==> src/common/afu_pkg.sv <==
// Shared address, page-table, payload and CSR definitions for the translation front end.
// RTL and testbench take these through a wildcard import of afu_pkg.

package afu_pkg;

    // ==================================================
    // Addresses and page numbers
    // ==================================================

    // Byte addresses on both sides of the translation are 48 bits
    typedef logic [47:0] t_va;
    typedef logic [47:0] t_pa;

    // 4 KB pages, so the low 12 bits pass through untranslated
    localparam int PAGE_BITS = 12;

    typedef logic [47-PAGE_BITS:0] t_vpn;
    typedef logic [47-PAGE_BITS:0] t_ppn;

    // One page-table entry, 73 bits with the valid flag on top
    typedef struct packed {
        logic valid;
        t_vpn vpn;
        t_ppn ppn;
    } t_pt_entry;

    // Width of an index into a table of n entries, never less than one bit
    function automatic int pt_idx_width(input int n);
        return (n > 1) ? $clog2(n) : 1;
    endfunction

    // ==================================================
    // Request payloads and statistics
    // ==================================================

    typedef logic [7:0] t_rd_tag;

    typedef struct packed {
        logic [7:0] tag;
        logic [63:0] data;
    } t_wr_payload;

    // Failure counter, wraps at 2^16
    typedef logic [15:0] t_fail_cnt;

    // ==================================================
    // MMIO and CSR space
    // ==================================================

    typedef logic [63:0] t_csr_data;
    // Quad-word index, the byte address without its low bits
    typedef logic [9:0] t_csr_idx;
    typedef logic [8:0] t_mmio_tid;

    localparam logic [127:0] TEST_ID = 128'h3e51a0c2_8d47_4b6f_a913_5c07e2d4f186;

    localparam t_csr_idx CSR_ID_LO      = 10'd0;
    localparam t_csr_idx CSR_ID_HI      = 10'd1;
    localparam t_csr_idx CSR_PT_SIZE    = 10'd2;
    localparam t_csr_idx CSR_RD_FAIL_VA = 10'd3;
    localparam t_csr_idx CSR_WR_FAIL_VA = 10'd4;
    localparam t_csr_idx CSR_FAIL_CNT   = 10'd5;
    // Page-table window, two words per entry
    localparam t_csr_idx CSR_PT_BASE    = 10'd16;

endpackage

==> src/xlate/page_table.sv <==
// Fully associative VPN to PPN table shared by the read and write channels.
// One registered write port from the CSR block, two combinational lookup ports.

`timescale 1ns/100ps

module page_table
    import afu_pkg::*;
#(
    parameter int NUM_PT_ENTRIES = 8
)
(
    input  logic clk,
    input  logic rst,

    input  logic pt_wr_en,
    input  logic [pt_idx_width(NUM_PT_ENTRIES)-1:0] pt_wr_idx,
    input  t_pt_entry pt_wr_entry,

    input  t_vpn rd_lookup_vpn,
    output logic rd_lookup_hit,
    output t_ppn rd_lookup_ppn,

    input  t_vpn wr_lookup_vpn,
    output logic wr_lookup_hit,
    output t_ppn wr_lookup_ppn
);

    // One valid flag, one VPN and one PPN per entry
    logic [NUM_PT_ENTRIES-1:0] ent_valid;
    t_vpn ent_vpn [NUM_PT_ENTRIES];
    t_ppn ent_ppn [NUM_PT_ENTRIES];

    always_ff @(posedge clk)
    begin
        if (rst)
        begin
            ent_valid <= '0;
        end
        else if (pt_wr_en)
        begin
            ent_valid[pt_wr_idx] <= pt_wr_entry.valid;
        end
    end

    always_ff @(posedge clk)
    begin
        if (pt_wr_en)
        begin
            ent_vpn[pt_wr_idx] <= pt_wr_entry.vpn;
            ent_ppn[pt_wr_idx] <= pt_wr_entry.ppn;
        end
    end

    // Compare against every valid entry; scanning downward leaves the lowest match
    function automatic logic [$bits(t_ppn):0] find_entry(input t_vpn vpn);
        logic [$bits(t_ppn):0] result;
        result = '0;
        for (int i = NUM_PT_ENTRIES - 1; i >= 0; i--)
        begin
            if (ent_valid[i] && (ent_vpn[i] == vpn))
            begin
                result = {1'b1, ent_ppn[i]};
            end
        end
        return result;
    endfunction

    // Both ports see the table as it was before any write in the same cycle
    always_comb
    begin
        {rd_lookup_hit, rd_lookup_ppn} = find_entry(rd_lookup_vpn);
        {wr_lookup_hit, wr_lookup_ppn} = find_entry(wr_lookup_vpn);
    end

endmodule

==> src/xlate/xlate_channel.sv <==
// One translation channel: looks up the request page, then either forwards the
// physical request one cycle later or records the miss and drops the request.
// Instantiated once for reads and once for writes with different payload types.

`timescale 1ns/100ps

module xlate_channel
    import afu_pkg::*;
#(
    parameter type payload_t = t_rd_tag
)
(
    input  logic clk,
    input  logic rst,

    // Virtual request, a single-cycle strobe with no back-pressure
    input  logic in_valid,
    input  t_va in_va,
    input  payload_t in_payload,

    // Page-table lookup port
    output t_vpn lookup_vpn,
    input  logic lookup_hit,
    input  t_ppn lookup_ppn,

    // Translated request
    output logic out_valid,
    output t_pa out_pa,
    output payload_t out_payload,

    // Failure statistics for the CSR block
    output t_va fail_va,
    output t_fail_cnt fail_cnt
);

    logic req_miss;

    // ==================================================
    // Lookup stage
    // ==================================================

    // Page number goes to the table straight from the input, no register in between
    assign lookup_vpn = in_va[$bits(t_va)-1:PAGE_BITS];

    // A strobe that finds no valid mapping takes the failure path
    assign req_miss = in_valid && !lookup_hit;

    // ==================================================
    // Register stage, success side of the fork
    // ==================================================

    always_ff @(posedge clk)
    begin
        if (rst)
        begin
            out_valid <= 1'b0;
        end
        else
        begin
            // Only hits come out, misses leave no trace on this side
            out_valid <= in_valid && lookup_hit;
        end
    end

    // Address and payload are captured every cycle and qualified by out_valid
    always_ff @(posedge clk)
    begin
        out_pa <= {lookup_ppn, in_va[PAGE_BITS-1:0]};
        out_payload <= in_payload;
    end

    // ==================================================
    // Failure side of the fork
    // ==================================================

    // The request itself is dropped here
    // Software sees only the last failed VA and a running count
    always_ff @(posedge clk)
    begin
        if (rst)
        begin
            fail_va <= '0;
            fail_cnt <= '0;
        end
        else if (req_miss)
        begin
            fail_va <= in_va;
            // Counter rolls over at 2^16
            fail_cnt <= fail_cnt + 1'b1;
        end
    end

endmodule

==> src/hdl/csr_mgr.sv <==
// MMIO CSR manager: turns pairs of page-table CSR writes into table updates and
// answers global CSR reads one cycle after the request, echoing the read tag.

`timescale 1ns/100ps

module csr_mgr
    import afu_pkg::*;
#(
    parameter int NUM_PT_ENTRIES = 8
)
(
    input  logic clk,
    input  logic rst,

    // MMIO write side
    input  logic wr_write,
    input  t_csr_idx wr_address,
    input  t_csr_data wr_writedata,

    // MMIO read side
    input  logic rd_read,
    input  t_csr_idx rd_address,
    input  t_mmio_tid rd_tid_in,
    output logic rd_readdatavalid,
    output t_csr_data rd_readdata,
    output t_mmio_tid rd_tid_out,

    // Page-table write port
    output logic pt_wr_en,
    output logic [pt_idx_width(NUM_PT_ENTRIES)-1:0] pt_wr_idx,
    output t_pt_entry pt_wr_entry,

    // Failure statistics from the two channels
    input  t_va rd_fail_va,
    input  t_fail_cnt rd_fail_cnt,
    input  t_va wr_fail_va,
    input  t_fail_cnt wr_fail_cnt
);

    localparam int PT_IDX_W = pt_idx_width(NUM_PT_ENTRIES);
    // Two quad words per entry, VPN first and then valid plus PPN
    localparam int PT_SPAN = 2 * NUM_PT_ENTRIES;

    logic in_pt_window;
    t_csr_idx pt_off;
    t_vpn pend_vpn;
    t_csr_data rd_mux;

    // ==================================================
    // Page-table writes
    // ==================================================

    assign pt_off = wr_address - CSR_PT_BASE;
    assign in_pt_window = (int'(wr_address) >= int'(CSR_PT_BASE)) &&
                          (int'(wr_address) < int'(CSR_PT_BASE) + PT_SPAN);

    // Even word of a pair only stages the VPN, nothing is committed yet
    always_ff @(posedge clk)
    begin
        if (wr_write && in_pt_window && !pt_off[0])
        begin
            pend_vpn <= wr_writedata[$bits(t_vpn)-1:0];
        end
    end

    // Odd word commits the whole entry on the following cycle
    always_ff @(posedge clk)
    begin
        if (rst)
        begin
            pt_wr_en <= 1'b0;
        end
        else
        begin
            pt_wr_en <= wr_write && in_pt_window && pt_off[0];
        end
    end

    always_ff @(posedge clk)
    begin
        pt_wr_idx <= pt_off[PT_IDX_W:1];
        // Bit 63 is the valid flag, bits 62:36 are ignored
        pt_wr_entry.valid <= wr_writedata[63];
        pt_wr_entry.vpn <= pend_vpn;
        pt_wr_entry.ppn <= wr_writedata[$bits(t_ppn)-1:0];
    end

    // ==================================================
    // Global CSR reads
    // ==================================================

    always_comb
    begin
        case (rd_address)
            CSR_ID_LO:      rd_mux = TEST_ID[63:0];
            CSR_ID_HI:      rd_mux = TEST_ID[127:64];
            CSR_PT_SIZE:    rd_mux = t_csr_data'(NUM_PT_ENTRIES);
            CSR_RD_FAIL_VA: rd_mux = t_csr_data'(rd_fail_va);
            CSR_WR_FAIL_VA: rd_mux = t_csr_data'(wr_fail_va);
            // Write count above read count, upper half reads zero
            CSR_FAIL_CNT:   rd_mux = {32'd0, wr_fail_cnt, rd_fail_cnt};
            default:        rd_mux = '0;
        endcase
    end

    always_ff @(posedge clk)
    begin
        if (rst)
        begin
            rd_readdatavalid <= 1'b0;
        end
        else
        begin
            rd_readdatavalid <= rd_read;
        end
    end

    // Data and tag ride along with the valid, one cycle after the read
    always_ff @(posedge clk)
    begin
        rd_readdata <= rd_mux;
        rd_tid_out <= rd_tid_in;
    end

endmodule

==> src/hdl/afu_top.sv <==
// Top level of the translation front end: page table, read and write channels
// and the CSR manager. Set NUM_PT_ENTRIES here; it is passed to the table and CSRs.

`timescale 1ns/100ps

module afu_top
    import afu_pkg::*;
#(
    parameter int NUM_PT_ENTRIES = 8
)
(
    input  logic clk,
    input  logic rst,

    // MMIO
    input  logic wr_write,
    input  t_csr_idx wr_address,
    input  t_csr_data wr_writedata,
    input  logic rd_read,
    input  t_csr_idx rd_address,
    input  t_mmio_tid rd_tid_in,
    output logic rd_readdatavalid,
    output t_csr_data rd_readdata,
    output t_mmio_tid rd_tid_out,

    // Virtual requests
    input  logic rd_req_valid,
    input  t_va rd_req_va,
    input  t_rd_tag rd_req_tag,
    input  logic wr_req_valid,
    input  t_va wr_req_va,
    input  t_wr_payload wr_req_payload,

    // Translated requests
    output logic rd_out_valid,
    output t_pa rd_out_pa,
    output t_rd_tag rd_out_tag,
    output logic wr_out_valid,
    output t_pa wr_out_pa,
    output t_wr_payload wr_out_payload
);

    logic pt_wr_en;
    logic [pt_idx_width(NUM_PT_ENTRIES)-1:0] pt_wr_idx;
    t_pt_entry pt_wr_entry;

    t_vpn rd_lookup_vpn;
    logic rd_lookup_hit;
    t_ppn rd_lookup_ppn;
    t_vpn wr_lookup_vpn;
    logic wr_lookup_hit;
    t_ppn wr_lookup_ppn;

    t_va rd_fail_va;
    t_fail_cnt rd_fail_cnt;
    t_va wr_fail_va;
    t_fail_cnt wr_fail_cnt;

    // ==================================================
    // Shared page table
    // ==================================================

    page_table #(
        .NUM_PT_ENTRIES(NUM_PT_ENTRIES)
    ) pt (
        .clk(clk),
        .rst(rst),
        .pt_wr_en(pt_wr_en),
        .pt_wr_idx(pt_wr_idx),
        .pt_wr_entry(pt_wr_entry),
        .rd_lookup_vpn(rd_lookup_vpn),
        .rd_lookup_hit(rd_lookup_hit),
        .rd_lookup_ppn(rd_lookup_ppn),
        .wr_lookup_vpn(wr_lookup_vpn),
        .wr_lookup_hit(wr_lookup_hit),
        .wr_lookup_ppn(wr_lookup_ppn)
    );

    // ==================================================
    // Translation channels
    // ==================================================

    xlate_channel #(
        .payload_t(t_rd_tag)
    ) rd_chan (
        .clk(clk),
        .rst(rst),
        .in_valid(rd_req_valid),
        .in_va(rd_req_va),
        .in_payload(rd_req_tag),
        .lookup_vpn(rd_lookup_vpn),
        .lookup_hit(rd_lookup_hit),
        .lookup_ppn(rd_lookup_ppn),
        .out_valid(rd_out_valid),
        .out_pa(rd_out_pa),
        .out_payload(rd_out_tag),
        .fail_va(rd_fail_va),
        .fail_cnt(rd_fail_cnt)
    );

    // Write channel carries tag and data through untouched
    xlate_channel #(
        .payload_t(t_wr_payload)
    ) wr_chan (
        .clk(clk),
        .rst(rst),
        .in_valid(wr_req_valid),
        .in_va(wr_req_va),
        .in_payload(wr_req_payload),
        .lookup_vpn(wr_lookup_vpn),
        .lookup_hit(wr_lookup_hit),
        .lookup_ppn(wr_lookup_ppn),
        .out_valid(wr_out_valid),
        .out_pa(wr_out_pa),
        .out_payload(wr_out_payload),
        .fail_va(wr_fail_va),
        .fail_cnt(wr_fail_cnt)
    );

    // ==================================================
    // CSR manager
    // ==================================================

    csr_mgr #(
        .NUM_PT_ENTRIES(NUM_PT_ENTRIES)
    ) csrs (
        .clk(clk),
        .rst(rst),
        .wr_write(wr_write),
        .wr_address(wr_address),
        .wr_writedata(wr_writedata),
        .rd_read(rd_read),
        .rd_address(rd_address),
        .rd_tid_in(rd_tid_in),
        .rd_readdatavalid(rd_readdatavalid),
        .rd_readdata(rd_readdata),
        .rd_tid_out(rd_tid_out),
        .pt_wr_en(pt_wr_en),
        .pt_wr_idx(pt_wr_idx),
        .pt_wr_entry(pt_wr_entry),
        .rd_fail_va(rd_fail_va),
        .rd_fail_cnt(rd_fail_cnt),
        .wr_fail_va(wr_fail_va),
        .wr_fail_cnt(wr_fail_cnt)
    );

endmodule

==> config.mk <==
export PLATFORM = sky130hd
export DESIGN_NAME = afu_top
export DESIGN_NICKNAME = d
export VERILOG_FILES = /design/src/common/afu_pkg.sv /design/src/xlate/page_table.sv /design/src/xlate/xlate_channel.sv /design/src/hdl/csr_mgr.sv /design/src/hdl/afu_top.sv
export SDC_FILE = /design/constraint.sdc
export NUM_CORES = 2
export LEC_CHECK = 0
export BUFFER_PORTS_ARGS = -buffer_cell sky130_fd_sc_hd__buf_2
export CORE_AREA = 4 4 299 374
export DETAILED_ROUTE_END_ITERATION = 6
export DIE_AREA = 0 0 303 378
export GPL_ROUTABILITY_DRIVEN = 0
export PLACE_DENSITY = 0.56
export SYNTH_ARGS = -nofsm -noshare
export SYNTH_HDL_FRONTEND = slang
export SYNTH_SLANG_ARGS = --single-unit
==> constraint.sdc <==
create_clock -name clk -period 11.5 [get_ports clk]
set_input_delay 0.575 -clock clk [delete_from_list [all_inputs] [get_ports clk]]
set_output_delay 0.575 -clock clk [all_outputs]
set_load 0.01 [all_outputs]
==> impl_metrics.tcl <==
set metrics [dict create \
    rsz0062_at_grt "no" \
    synth_compound_area_share_pct 9.14 \
    cp-start-kind "flip-flop" \
    die-area_um2 115000 \
    cts_hold_buffers 149 \
    rows 135 \
    grt_pass1_wl_mm 226 \
    p_seq_share_pct 50.3 \
    reg2reg_depth 10 \
    grt_antenna_before_repair 7 \
    synthFlopType "edfxtp_1" \
    crit_fanout 74 \
    slew_violations 0 \
    fin_worst_skew_ns 0.0433 \
    syn_area_um2 44100 \
    yosysTopAreaCellShare_pct 41.7 \
    fin_cells 5697 \
    p_switching_mw 1.85 \
    dp_cells 5344 \
    internal_power_mw 6.29 \
    nNetsFinal 4441 \
    synth_edf_count 612 \
    synth_xor_area_share_pct 11.2 \
    clockBufferDepth 3 \
    final_util_pct 48.8 \
    min_to "csrs.pt_wr_entry[12]" \
    holdPathStages 1 \
    required_ns 12.04 \
    pwr-share-comb_pct 5.5 \
    h-tree-depth 3 \
    synth_seq_cells 1064 \
    ys_warn_count 0 \
    swShare_pct 22.7 \
    drt_wl_total_mm 165 \
    crit_type "reg -> reg" \
    synth-adder-area-share_pct 0.0567 \
    min_period_ns 4.36 \
    cpLargestDelayFamily "buffers and inverters" \
    grt_pass1_vias 31700 \
    die_h_um 378 \
    synthTopCellsByArea "edfxtp_1 (42%), dfxtp_1 (21%), xor2_1 (7.5%), xnor2_1 (3.7%), mux2i_1 (2.3%)" \
    yosysUniqueCellTypes 69 \
    place_hpwl_mm 105 \
    post_cts_buffers 0 \
    cts-buffers-inserted 107 \
    num_vias 32700 \
    ant_nets 0 \
    drive_gt1_share_pct 19.1 \
    synth.area.mux_share_pct 3.60 \
    peakVddDrop_mv 0.137 \
    dieWidth_um 303 \
    clk_pin_slew_ns 0.06 \
    r2r_slack_ns 7.14 \
    wl_per_cell_um 28.9 \
    final.period_utilization_pct 37.9 \
    r2r-end "wr_chan.fail_va[44]" \
    worstHoldPathType "in -> reg" \
    r2r-start "pt.ent_vpn[4][8]" \
    drt-vias-per-instance 5.73 \
    grt_overflow_total 0 \
    cts_tree "done" \
    syn_to_final_growth_pct 19.7 \
    startpoint "pt.ent_vpn[4][8]" \
    insertion_delay_ns 0.74 \
    ios 527 \
    core_area_um2 108000 \
    status "finished, final reports clean" \
    cpPeakStageDelay_ns 0.76 \
    setup_violations 0 \
    cts.sinks 1064 \
    p_per_area_nw_per_um2 154 \
    synth_top_family_by_area "XOR/XNOR gates" \
    end_kind "flip-flop" \
    hold_viol 0 \
    path_buf_inv 2 \
    netlist_instances 3601 \
    grt_max_degree 89 \
    clockPowerShare_pct 44.3 \
    drv_cap 0 \
    synth_area_leader_cell "edfxtp_1" \
    ys_top_cells_by_count "edfxtp_1 (612), dfxtp_1 (452), xor2_1 (379)" \
    root_buffer "clkbuf_16" \
    fillCellCount 9634 \
    path_cells "xor2_1 -> nor4_1 -> nand4_1 -> or4_2 -> buf_4 -> or4b_1 -> nor3_4 -> buf_4 -> mux2i_1 -> nor2_1" \
    fmax_ghz 0.229 \
    setup_tns_ns 0 \
    seq_area_frac_synth_pct 62.2 \
    cp_slowest_cell "buf_4" \
    worst_pin_slew_ns 1.23 \
    grt_use_total_pct 27.9 \
    cts-resized-gates 0 \
    relSlewSlack_pct 18.1 \
    synthArstFlopShare_pct 0 \
    min_from "wr_writedata[12]" \
    yosys.cell_count.top_type "edfxtp_1" \
    first_pass_iters 7 \
    drtIter0Drc 3386 \
    synth_simple_gate_area_share_pct 10.3 \
    port_buffers 494 \
    post-route-drc-count 0 \
    syn_avg_cell_area_um2 12.3 \
    leakage_nw 19.7 \
    cp_common_cell "buf_4" \
    cp_data_arrival_time_ns 4.90 \
    start_util_pct 40.7 \
]
## layer usage
metal  global-route usage, %  share of wire [%]  up-vias
li1                        -                  -    14200
met2                    45.7                 47     1992
met1                    33.6                 37    15900
met3                    5.79                9.3      513
met4                    17.5                7.1        4
met5                       0              0.013        -
## how the worst max path moves through the flow
stage / end / slack (ns) / cells past startpoint
floorplan: pt.ent_valid[0] / 5.36 / 4
global placement: wr_chan.fail_va[0] / 6.65 / 12
detailed placement: wr_chan.fail_va[38] / 6.60 / 12
CTS: wr_chan.fail_va[13] / 7.17 / 10
global route: wr_chan.fail_va[35] / 7.03 / 10
finish: wr_chan.fail_va[44] / 7.14 / 10
## power groups by stage
stage	combinational, mW	sequential [mW]	clock [mW]
2_1_floorplan	0.204	4.17	0
5_1_grt	0.461	4.09	3.83
6_report	0.443	4.09	3.60
3_3_place_gp	0.390	4.17	0
4_1_cts	0.433	4.09	3.67
3_5_place_dp	0.392	4.17	0
## layout by cell type, fill, tap and decap left out, types with 20 or more instances in the layout
cell,n
nand2_1,222
nor4_1,142
o21a_1,68
nand3_1,28
mux2i_1,102
buf_4,51
nand2b_1,21
inv_1,60
xnor2_1,187
o22ai_1,37
buf_2,493
nor2b_1,23
nand4_1,106
a31oi_1,34
mux2_2,41
edfxtp_1,612
clkbuf_8,26
clkbuf_16,116
xor2_1,379
a221o_1,72
clkbuf_1,20
o211ai_1,68
dfxtp_1,452
nor3_1,28
dlygate4sd3_1,149
nor2_1,241
o21ai_0,92
a21oi_1,187
## kinds of logic after synthesis
family,Yosys count
xor+xnor,566
buf+inv,303
flops,1064
other cells,1
fa+ha+maj,2
compound gates,612
mux,152
simple gates,901
## registers in the layout (all words and copies together) (netlist names)
| name | count |
|---|---|
| csrs.pend_vpn | 36 |
| wr_chan.out_valid | 1 |
| rd_chan.out_payload | 8 |
| pt.ent_ppn | 288 |
| wr_chan.out_payload | 72 |
| wr_chan.fail_va | 48 |
| csrs.pt_wr_idx | 3 |
| rd_chan.out_pa | 48 |
| wr_chan.out_pa | 48 |
| rd_chan.out_valid | 1 |
| pt.ent_valid | 8 |
| wr_chan.fail_cnt | 16 |
| csrs.pt_wr_en | 1 |
| rd_chan.fail_va | 48 |
| rd_chan.fail_cnt | 16 |
| csrs.rd_readdatavalid | 1 |
| csrs.rd_tid_out | 9 |
| pt.ent_vpn | 288 |
| csrs.pt_wr_entry | 73 |
| csrs.rd_readdata | 51 |
## per-stage QoR
| step | worst slack [ns] | hold slack (ns) | power, mW | cell area (µm²) |
|---|---|---|---|---|
| 4_1_cts | 7.17 | 0.00324 | 8.19 | 52800 |
| 3_5_place_dp | 6.60 | 0.327 | 4.56 | 47600 |
| 2_1_floorplan | 5.36 | 0.323 | 4.37 | 44100 |
| 6_report | 7.14 | 0.0503 | 8.14 | 52800 |
| 3_3_place_gp | 6.65 | 0.325 | 4.56 | 47600 |
| 5_1_grt | 7.03 | 0.0279 | 8.38 | 52800 |
## cell type report
class / instances / area [µm²] / share of cell area [%]
clock inverter: 36 / 345 / 0.654
clock buffer: 166 / 3360 / 6.37
sequential: 1064 / 27400 / 51.9
multi-input combinational: 2238 / 15300 / 29.0
antenna: 2 / 5.00 / 0.00948
tap: 1438 / 1800 / 3.41
timing repair buffer: 693 / 4340 / 8.22
inverter: 60 / 225 / 0.427
No activity file was read; power rests on OpenSTA's default activity.
